**src/source/fabric_macros.svh**
```systemverilog
`ifndef FABRIC_MACROS_SVH
`define FABRIC_MACROS_SVH

// item payload width
`define FAB_DWIDTH 8

// latency estimate width, saturates at all ones
`define FAB_LAT_W 4

// producer ports and consumer ports
`define FAB_PORTS 4

// status counter width
`define FAB_CNT_W 16

// apb address map
`define FAB_ADDR_OUT0 8'h00
`define FAB_ADDR_OUT1 8'h04
`define FAB_ADDR_OUT2 8'h08
`define FAB_ADDR_OUT3 8'h0C
`define FAB_ADDR_INJ  8'h10
`define FAB_ADDR_CLR  8'h14

`endif

```
**src/source/fabric_pkg.sv**
```systemverilog
`include "fabric_macros.svh"

package fabric_pkg;

    // forward half of a link, travels downstream
    typedef struct packed {
        logic                   valid;
        logic [`FAB_DWIDTH-1:0] data;
    } flit_t;

    // backward half of a link, travels upstream
    // latency is the estimated number of cycles an item waits past this point
    typedef struct packed {
        logic                  ready;
        logic [`FAB_LAT_W-1:0] latency;
    } credit_t;

    // apb request from the bus master
    typedef struct packed {
        logic                  psel;
        logic                  penable;
        logic                  pwrite;
        logic [7:0]            paddr;
        logic [`FAB_CNT_W-1:0] pwdata;
    } apb_req_t;

endpackage

```
**src/source/balance_fabric_top.sv**
```systemverilog
`timescale 1ns/1ps

`include "fabric_macros.svh"

module balance_fabric_top (
    input  logic                  clk,
    input  logic                  rst_n,

    input  fabric_pkg::flit_t     in_flit   [`FAB_PORTS],
    output fabric_pkg::credit_t   in_credit [`FAB_PORTS],

    output fabric_pkg::flit_t     out_flit  [`FAB_PORTS],
    input  logic                  out_ready [`FAB_PORTS],

    input  fabric_pkg::apb_req_t  apb,
    output logic [`FAB_CNT_W-1:0] prdata,
    output logic                  pready,
    output logic                  pslverr
);

    // first-stage switch outputs, index 2*switch + output
    fabric_pkg::flit_t   s_out        [`FAB_PORTS];
    fabric_pkg::credit_t s_out_credit [`FAB_PORTS];
    // second-stage switch inputs, index 2*switch + input
    fabric_pkg::flit_t   mid          [`FAB_PORTS];
    fabric_pkg::credit_t mid_credit   [`FAB_PORTS];
    // second-stage switch outputs, one per consumer port
    fabric_pkg::flit_t   t_out        [`FAB_PORTS];
    fabric_pkg::credit_t t_out_credit [`FAB_PORTS];
    // consumers have nothing downstream, so they report zero latency
    fabric_pkg::credit_t sink_credit  [`FAB_PORTS];

    logic [3:0] delivered;
    logic [3:0] injected;

    for (genvar g = 0; g < 2; g++)
    begin : g_stage1
        switch_2x2 u_s (
            .in0         (in_flit[2*g]),
            .in1         (in_flit[2*g+1]),
            .in0_credit  (in_credit[2*g]),
            .in1_credit  (in_credit[2*g+1]),
            .out0        (s_out[2*g]),
            .out1        (s_out[2*g+1]),
            .out0_credit (s_out_credit[2*g]),
            .out1_credit (s_out_credit[2*g+1])
        );
    end

    // butterfly: s<s>.out<o> feeds t<o>.in<s>
    for (genvar s = 0; s < 2; s++)
    begin : g_mid_s
        for (genvar o = 0; o < 2; o++)
        begin : g_mid_o
            link_stage u_link (
                .clk         (clk),
                .rst_n       (rst_n),
                .up          (s_out[2*s+o]),
                .up_credit   (s_out_credit[2*s+o]),
                .down        (mid[2*o+s]),
                .down_credit (mid_credit[2*o+s])
            );
        end
    end

    for (genvar g = 0; g < 2; g++)
    begin : g_stage2
        switch_2x2 u_t (
            .in0         (mid[2*g]),
            .in1         (mid[2*g+1]),
            .in0_credit  (mid_credit[2*g]),
            .in1_credit  (mid_credit[2*g+1]),
            .out0        (t_out[2*g]),
            .out1        (t_out[2*g+1]),
            .out0_credit (t_out_credit[2*g]),
            .out1_credit (t_out_credit[2*g+1])
        );
    end

    for (genvar i = 0; i < `FAB_PORTS; i++)
    begin : g_port
        assign sink_credit[i].ready   = out_ready[i];
        assign sink_credit[i].latency = '0;

        link_stage u_out_link (
            .clk         (clk),
            .rst_n       (rst_n),
            .up          (t_out[i]),
            .up_credit   (t_out_credit[i]),
            .down        (out_flit[i]),
            .down_credit (sink_credit[i])
        );

        // handshake strobes for the status block
        assign injected[i]  = in_flit[i].valid && in_credit[i].ready;
        assign delivered[i] = out_flit[i].valid && out_ready[i];
    end

    delivery_counters u_counters (
        .clk       (clk),
        .rst_n     (rst_n),
        .apb       (apb),
        .prdata    (prdata),
        .pready    (pready),
        .pslverr   (pslverr),
        .delivered (delivered),
        .injected  (injected)
    );

endmodule

```
**src/source/delivery_counters.sv**
```systemverilog
`timescale 1ns/1ps

`include "fabric_macros.svh"

module delivery_counters (
    input  logic                  clk,
    input  logic                  rst_n,

    input  fabric_pkg::apb_req_t  apb,
    output logic [`FAB_CNT_W-1:0] prdata,
    output logic                  pready,
    output logic                  pslverr,

    input  logic [3:0]            delivered,
    input  logic [3:0]            injected
);

    localparam int CNT_W = `FAB_CNT_W;

    logic [CNT_W-1:0] out_cnt [4];
    logic [CNT_W-1:0] inj_cnt;
    logic [2:0]       inj_sum;

    logic             access;
    logic             addr_ok;
    logic             addr_is_cnt;
    logic             clear;
    logic [CNT_W-1:0] rdata_sel;

    // zero wait states
    assign access = apb.psel && apb.penable;
    assign pready = access;

    // number of producers that handed over an item this cycle
    always_comb
    begin
        inj_sum = '0;
        for (int i = 0; i < 4; i++)
            inj_sum = inj_sum + {2'b00, injected[i]};
    end

    // address decode and read mux
    always_comb
    begin
        rdata_sel = '0;
        addr_ok   = 1'b1;
        case (apb.paddr)
            `FAB_ADDR_OUT0: rdata_sel = out_cnt[0];
            `FAB_ADDR_OUT1: rdata_sel = out_cnt[1];
            `FAB_ADDR_OUT2: rdata_sel = out_cnt[2];
            `FAB_ADDR_OUT3: rdata_sel = out_cnt[3];
            `FAB_ADDR_INJ:  rdata_sel = inj_cnt;
            `FAB_ADDR_CLR:  rdata_sel = '0;
            default:        addr_ok   = 1'b0;
        endcase
    end

    assign addr_is_cnt = addr_ok && (apb.paddr != `FAB_ADDR_CLR);

    // counters are read only, only the clear register takes writes
    assign pslverr = access && (!addr_ok || (apb.pwrite && addr_is_cnt));
    assign prdata  = (access && !apb.pwrite) ? rdata_sel : '0;
    assign clear   = access && apb.pwrite && (apb.paddr == `FAB_ADDR_CLR);

    always_ff @(posedge clk)
    begin
        if (!rst_n || clear)
        begin
            for (int i = 0; i < 4; i++)
                out_cnt[i] <= '0;
            inj_cnt <= '0;
        end
        else
        begin
            for (int i = 0; i < 4; i++)
                out_cnt[i] <= out_cnt[i] + CNT_W'(delivered[i]);
            inj_cnt <= inj_cnt + CNT_W'(inj_sum);
        end
    end

endmodule

```
**src/source/link_stage.sv**
```systemverilog
`timescale 1ns/1ps

`include "fabric_macros.svh"

module link_stage (
    input  logic                clk,
    input  logic                rst_n,

    input  fabric_pkg::flit_t   up,
    output fabric_pkg::credit_t up_credit,

    output fabric_pkg::flit_t   down,
    input  fabric_pkg::credit_t down_credit
);

    localparam int LAT_W = `FAB_LAT_W;
    localparam logic [LAT_W-1:0] LAT_MAX = {LAT_W{1'b1}};

    logic                   full;
    logic [`FAB_DWIDTH-1:0] data_q;
    logic                   accept;
    // one extra bit catches the carry for saturation
    logic [LAT_W:0]         lat_inc;

    // room when empty, or when the held item leaves this cycle
    assign up_credit.ready = !full || down_credit.ready;
    assign accept          = up.valid && up_credit.ready;

    always_ff @(posedge clk)
    begin
        if (!rst_n)
            full <= 1'b0;
        else if (accept)
            // refill, possibly in the same cycle the old item drains
            full <= 1'b1;
        else if (down_credit.ready)
            full <= 1'b0;
    end

    always_ff @(posedge clk)
    begin
        if (accept)
            data_q <= up.data;
    end

    assign down.valid = full;
    assign down.data  = data_q;

    // a held item adds one cycle of wait for anything arriving behind it
    assign lat_inc = {1'b0, down_credit.latency} + 1'b1;

    always_comb
    begin
        if (!full)
            up_credit.latency = down_credit.latency;
        else if (lat_inc[LAT_W])
            up_credit.latency = LAT_MAX;
        else
            up_credit.latency = lat_inc[LAT_W-1:0];
    end

endmodule

```
**src/source/switch_2x2.sv**
```systemverilog
`timescale 1ns/1ps

`include "fabric_macros.svh"

module switch_2x2 (
    input  fabric_pkg::flit_t   in0,
    input  fabric_pkg::flit_t   in1,
    output fabric_pkg::credit_t in0_credit,
    output fabric_pkg::credit_t in1_credit,

    output fabric_pkg::flit_t   out0,
    output fabric_pkg::flit_t   out1,
    input  fabric_pkg::credit_t out0_credit,
    input  fabric_pkg::credit_t out1_credit
);

    // 1 when out1 reports the lower latency, ties go to out1
    logic                  min_is_out1;
    logic [`FAB_LAT_W-1:0] min_latency;
    // output the single valid input should take
    logic                  best_output;
    // 1 maps in0->out0 and in1->out1, 0 crosses them
    logic                  straight;

    always_comb
    begin
        if (out1_credit.latency > out0_credit.latency)
        begin
            min_is_out1 = 1'b0;
            min_latency = out0_credit.latency;
        end
        else
        begin
            min_is_out1 = 1'b1;
            min_latency = out1_credit.latency;
        end
    end

    // take the lower latency output if it can accept,
    // otherwise fall back to whichever side is ready
    always_comb
    begin
        casez ({min_is_out1, out0_credit.ready, out1_credit.ready})
            3'b001:  best_output = 1'b1;
            3'b01?:  best_output = 1'b0;
            3'b1?1:  best_output = 1'b1;
            3'b110:  best_output = 1'b0;
            default: best_output = 1'b0;
        endcase
    end

    always_comb
    begin
        if (in0.valid && in1.valid)
            straight = 1'b1;
        else if (in0.valid)
            // in0 alone, straight when out0 is the better side
            straight = ~best_output;
        else
            // in1 alone (or idle), straight when out1 is the better side
            straight = best_output;
    end

    // both inputs see the best estimate below this switch,
    // which keeps the estimates from diverging around a loop
    always_comb
    begin
        in0_credit.latency = min_latency;
        in1_credit.latency = min_latency;
    end

    // crossbar
    always_comb
    begin
        if (straight)
        begin
            out0             = in0;
            out1             = in1;
            in0_credit.ready = out0_credit.ready;
            in1_credit.ready = out1_credit.ready;
        end
        else
        begin
            out0             = in1;
            out1             = in0;
            in0_credit.ready = out1_credit.ready;
            in1_credit.ready = out0_credit.ready;
        end
    end

endmodule
```
**config.mk**
```make
export PLATFORM = sky130hd
export DESIGN_NAME = balance_fabric_top
export DESIGN_NICKNAME = d
export VERILOG_FILES = /design/src/source/fabric_pkg.sv /design/src/source/balance_fabric_top.sv /design/src/source/delivery_counters.sv /design/src/source/link_stage.sv /design/src/source/switch_2x2.sv
export VERILOG_INCLUDE_DIRS = /design/src /design/src/source
export SDC_FILE = /design/constraint.sdc
export NUM_CORES = 1
export LEC_CHECK = 0
export BUFFER_PORTS_ARGS = -buffer_cell sky130_fd_sc_hd__buf_2
export CAP_MARGIN = 5
export CORE_ASPECT_RATIO = 1.25
export CORE_MARGIN = 3
export CORE_UTILIZATION = 54
export CTS_BUF_LIST = sky130_fd_sc_hd__clkbuf_8
export DETAILED_ROUTE_END_ITERATION = 6
export GPL_TIMING_DRIVEN = 0
export PLACE_DENSITY = 0.85
export REMOVE_ABC_BUFFERS = 1
export SLEW_MARGIN = 10
export SYNTH_ARGS = -nofsm -noshare
export SYNTH_HDL_FRONTEND = slang
export SYNTH_HIERARCHICAL = 1
export SYNTH_SLANG_ARGS = --single-unit
```
**constraint.sdc**
```tcl
create_clock -name clk -period 6.4 [get_ports clk]
set_input_delay 1.6 -clock clk [delete_from_list [all_inputs] [get_ports clk]]
set_output_delay 1.6 -clock clk [all_outputs]
set_load 0.1 [all_outputs]
```
# Yosys cells after proc, flatten, opt, wreduce, memory -nomap -nowiden
# Memories as Yosys holds them, arrays and structs flattened.
# Cells that the tools add are included.
dict set report word_totals {
  register_bits 88
  mem_bits_rw 64
  input_bits 69
  output_inout_bits 74
  elab_cells 188
  mem_count 1
}
# name words width rd rd_clocked_by_memory_dff wr line_no
set memory_table {}
lappend memory_table {u_counters.out_cnt 4 16 4 0 4 delivery_counters.sv:20} ;# logic [CNT_W-1:0] out_cnt [4];
dict set report classes {
  addsub 10
  magnitude_cmp 4
  n_eq_ne 14
  mux 72
  n_bitwise 8
  reduce_logical 62
}
# operator count
set op_table {}
lappend op_table {{16-bit 2-to-1 mux} 5}
lappend op_table {{16-bit case mux with 5 select lines} 1}
lappend op_table {{9-bit 2-to-1 mux} 8}
lappend op_table {{16-bit by 1-bit adder with 16-bit output} 4}
lappend op_table {{1-bit 2-to-1 mux} 48}
lappend op_table {{4-bit 2-to-1 mux} 10}
lappend op_table {{1-bit logical AND} 27}
lappend op_table {{16-bit by 3-bit adder with 16-bit output} 1}
lappend op_table {{8-bit by 4-bit equality test with 1-bit output (second input constant)} 2}
lappend op_table {{8-bit by 5-bit equality test with 1-bit output (second input constant)} 2}
lappend op_table {{4-bit greater-than comparator} 4}
lappend op_table {{2-bit nonzero test} 8}
lappend op_table {{3-bit by 1-bit equality test with 1-bit output (second input constant)} 4}
lappend op_table {{1-bit logical NOT} 11}
lappend op_table {{4-bit by 1-bit adder with 5-bit output (second input constant)} 2}
lappend op_table {{1-bit logical OR} 10}
lappend op_table {{2-bit equality test (second input constant)} 4}
lappend op_table {{8-bit by 3-bit equality test with 1-bit output (second input constant)} 1}
lappend op_table {{8-bit logical NOT} 1}
lappend op_table {{8-bit by 5-bit != test with 1-bit output (second input constant)} 1}
lappend op_table {{2-bit OR reduction} 4}
lappend op_table {{3-bit by 1-bit adder with 3-bit output} 2}
lappend op_table {{6-bit OR reduction} 1}
lappend op_table {{1-bit NOT} 4}
lappend op_table {{other kinds (2)} 5}

# Longest topological paths before layout
dict set report depth {
  ltp_word 23
  ltp_mapped 22
  depth_no_buf 21
}

# By module
# The synthesis kept the hierarchy.
# module instances cells_per_inst area_each_um2
set modules_own_cells {}
lappend modules_own_cells {delivery_counters 1 460 4152.7}
lappend modules_own_cells {link_stage 8 28 379.1}
lappend modules_own_cells {switch_2x2 4 51 519.2}
lappend modules_own_cells {balance_fabric_top 1 9 53.8}

# Worst setup path before layout
# OpenSTA, ideal clock, no wires.
dict set report synth_path {
  path_kind {register to output}
  from {reg g_port[0].u_out_link.full}
  to {out in_credit[0] in the netlist's numbering}
  arrival_time_ns 6.205
  required_time_ns 4.800
  path_slack_ns -1.405
  path_stages_with_launch 20
  path_buffers 2
  cell_sequence {dfxtp_1 > nor2_1 > a31oi_1 > inv_1 > ha_1 > nor2b_1 > o211ai_1 > a21oi_1 > mux2_2 > buf_4 > ha_1 > inv_1 > a31oi_1 > inv_1 > ha_1 > nor2b_1 > o211ai_1 > a21oi_1 > o21ai_0 > buf_4}
}
# item line_no
set synth_lines {}
lappend synth_lines {{from (decl)} link_stage.sv:19} ;# logic full;
lappend synth_lines {{from (signal assigned)} link_stage.sv:32} ;# full <= 1'b0;
lappend synth_lines {{from (signal assigned)} link_stage.sv:35} ;# full <= 1'b1;
lappend synth_lines {{from (signal assigned)} link_stage.sv:37} ;# full <= 1'b0;
lappend synth_lines {{to (decl)} balance_fabric_top.sv:10} ;# output fabric_pkg::credit_t in_credit [`FAB_PORTS],

==> results.toml <==
[sta]
finalCriticalPeriod_ps = 6176
slew_violations = 0
clock.fmax_ghz = 0.1619
finalSetupTns_ps = 0
layout_setup_ws_ps = 224.3
tightest_slew_ps = 1038
relSlewSlack_pct = 31.10
fin_crit_sh_pct = 96.50
fin_hold_ws_ps = 506.0
clock_skew_ps = 15.83
finalSetupViolCount = 0
hold_viol = 0

[floorplan]
die_width_um = 123.5
design.core.area_um2 = 16840
rows = 53
die_y_um = 152.9
dieArea_um2 = 18870
start_util_pct = 55.31
boundaryPins = 143

[logic_synthesis]
yosys.area.top_type_share_pct = 20.63
ys.flop_type = "dfxtp_1"
yosys.area.top_type = "edfxtp_1"
ys_seq_area_share_pct = 39.54
synth_edf_count = 64
yosys-top-cells-count = "112 x nor2_1, 88 x dfxtp_1, 64 x edfxtp_1, 50 x inv_1, 49 x xnor2_1"
synth.avg_cell_area_um2 = 10.39
ys_types = 53
ys_ff_latch = 152
yosysMostFrequentCell = "nor2_1"
synth_area_um2 = 9316
ys.warnings.count = 6
synth_cells = 897
synth.area.top_cells = "edfxtp_1 21%, dfxtp_1 19%, mux2_4 6.4%, xnor2_1 4.6%, nor2_1 4.5%"
synthArstFlopShare_pct = 0

[detailed_routing]
routed_wl_um = 21640
viasPerCell = 5.706
ant_nets = 0
vias = 7366
firstDrtPassIters = 5
route.detailed.drc = 0
drtIter0Drc = 577
routedWlPerCell_um = 16.76

[cells_and_area]
insertedDiodeCount = 0
final_core_util_pct = 62.93
fill_cells = 1276
fin_cells = 1291
nNetsFinal = 1163
fin_area_um2 = 10600
area_growth_pct = 13.78
drive_gt1_share_pct = 25.96

[worst_hold_path]
hp-class = "register to register"

[outcome]
status = "complete, no violations"

[global_route]
overflow = 0
grt_pass1_vias = 7003
grt_max_degree = 72
groute.usage.overall_pct = 22.74
antenna_found_initial = 0
grt_pass1_wl_um = 34220

[placement]
place_area_um2 = 10080
io_buffer_count = 122
pre_cts_ws_ps = 60.87
placedCellCount = 1251
hpwl_um = 15420
gp_routability_congestion = 0.8655

[worst_setup_path]
cp_max_fo = 10
critPathKind = "register to output port"
cp_slowest_cell = "dfxtp_4"
start_kind = "register"
cp.required_ps = 4800
cp.arrival_ps = 4580
max_stage_delay_ps = 410
path_cells = "nor2_1 -> a31oi_2 -> inv_1 -> ha_1 -> nor2b_1 -> o211ai_1 -> buf_4 -> a21oi_4 -> mux2_4 -> ha_1 -> inv_1 -> a31oi_1 -> inv_1 -> ha_1 -> nor2b_1 -> o211ai_1 -> a21oi_2 -> mux2_2 -> buf_4"
endpoint_kind = "output port"

[clocking]
cts_hold_buf = 0
htreeDepth = 4
numCtsBuffers = 17
clock_latency_ps = 440
cts_tree = "done"
clk_path_buf_depth = 2
cts_root_buf = "clkbuf_8"
clk_pin_slew_worst_paths_ps = 90
clkSinkCount = 152

[pwr]
power_mw = 5.697
p_per_area_nw_per_um2 = 537.4
leakage_nw = 4.217
ir_drop_mv = 1.361

[run]
drv_cap = 0
[critical path: cells and delay by family, from the launching register on]
kind	cells	cell delay, ps
multiplexers	2	760
adder cells (fa/ha/maj)	3	860
AO/OA/AOI/OAI	6	1200
AND/OR/NAND/NOR	3	320
buffers and inverters	5	580
flip-flops	1	410
[cell usage in the layout (no fill, tap or decap), drive strengths merged, types with 4 or more instances in the layout]
cell / synthesis / routed
o22a: 4 / 4
mux2: 84 / 84
a22oi: 12 / 12
o21ai: 10 / 10
and3: 17 / 17
and4: 5 / 5
nor4: 17 / 17
clkinv: 1 / 5
maj3: 8 / 8
nand4: 26 / 26
mux4: 16 / 16
o21a: 4 / 4
or3: 6 / 6
nor2b: 13 / 13
o211ai: 4 / 4
and2: 25 / 25
buf: 43 / 130
nand3: 32 / 32
nand2: 32 / 32
a21oi: 31 / 31
nor3: 17 / 17
xor2: 16 / 16
nand2b: 20 / 20
dfxtp: 88 / 88
xnor2: 49 / 49
ha: 33 / 33
conb: 1 / 60
a31o: 4 / 4
mux2i: 4 / 4
a21boi: 8 / 8
clkbuf: 4 / 17
nor2: 112 / 112
a31oi: 20 / 20
edfxtp: 64 / 64
a22o: 4 / 4
inv: 50 / 57
[power by group]
group / switching [mW] / total [mW] / internal (mW)
Combinational: 2.48 / 3.46 / 0.979
Clock: 0.377 / 0.692 / 0.314
Sequential: 0.163 / 1.55 / 1.38
Total: 3.02 / 5.70 / 2.68
[path summary, 6_finish.rpt]
path,from,end,slack [ps],cells past startpoint
max,g_port[0].u_out_link/full$_SDFFE_PN0P_,in_credit[16],220,19
min,u_counters/inj_cnt[15]$_SDFF_PP0_,u_counters/inj_cnt[15]$_SDFF_PP0_,510,2
max reg2reg,g_port[0].u_out_link/full$_SDFFE_PN0P_,g_mid_s[1].g_mid_o[1].u_link/data_q[1]$_DFFE_PP_,1340,20
min reg2reg,u_counters/inj_cnt[15]$_SDFF_PP0_,u_counters/inj_cnt[15]$_SDFF_PP0_,510,2
[per-layer routing]
metal,global-route usage (%),vias to the layer above,routed length [um]
met5,0,-,0
met1,27.79,3526,8519
li1,-,3491,-
met4,10.08,0,752
met3,3.294,59,1343
met2,39.29,290,11020
[repair_timing]
item                       CTS  global route
setup endpoints to repair   12            12
resized for setup           21             9
pin swaps                    0             6
buffers inserted             0             8
[logic make-up (layout without fill, tap and decap cells)]
family / Yosys count / after routing / share of synthesized area [%]
buf+inv: 98 / 213 / 5.815
compound gates: 108 / 108 / 7.951
xor+xnor: 65 / 65 / 6.111
fa+ha+maj: 44 / 44 / 5.936
simple gates: 325 / 325 / 17.97
flops: 152 / 152 / 39.54
mux: 104 / 104 / 16.64
other cells: 1 / 60 / 0.04025
[registers in the layout, indices dropped and copies added (netlist names)]
name and count:
g_mid_s.g_mid_o.u_link/full 4, u_counters/inj_cnt 16, u_counters/out_cnt 64, g_port.u_out_link/full 4, g_port.u_out_link/data_q 32, g_mid_s.g_mid_o.u_link/data_q 32
[final cells by class]
class / instances / area, um2 / area share, %
clock inverter: 15 / 141.4 / 1.334
timing repair buffer: 130 / 708.2 / 6.681
inverter: 51 / 191.4 / 1.806
tap: 220 / 275.3 / 2.597
sequential: 152 / 3690 / 34.81
multi-input combinational: 706 / 5360 / 50.57
clock buffer: 17 / 234.0 / 2.207
No activity file was read; power rests on OpenSTA's default activity.
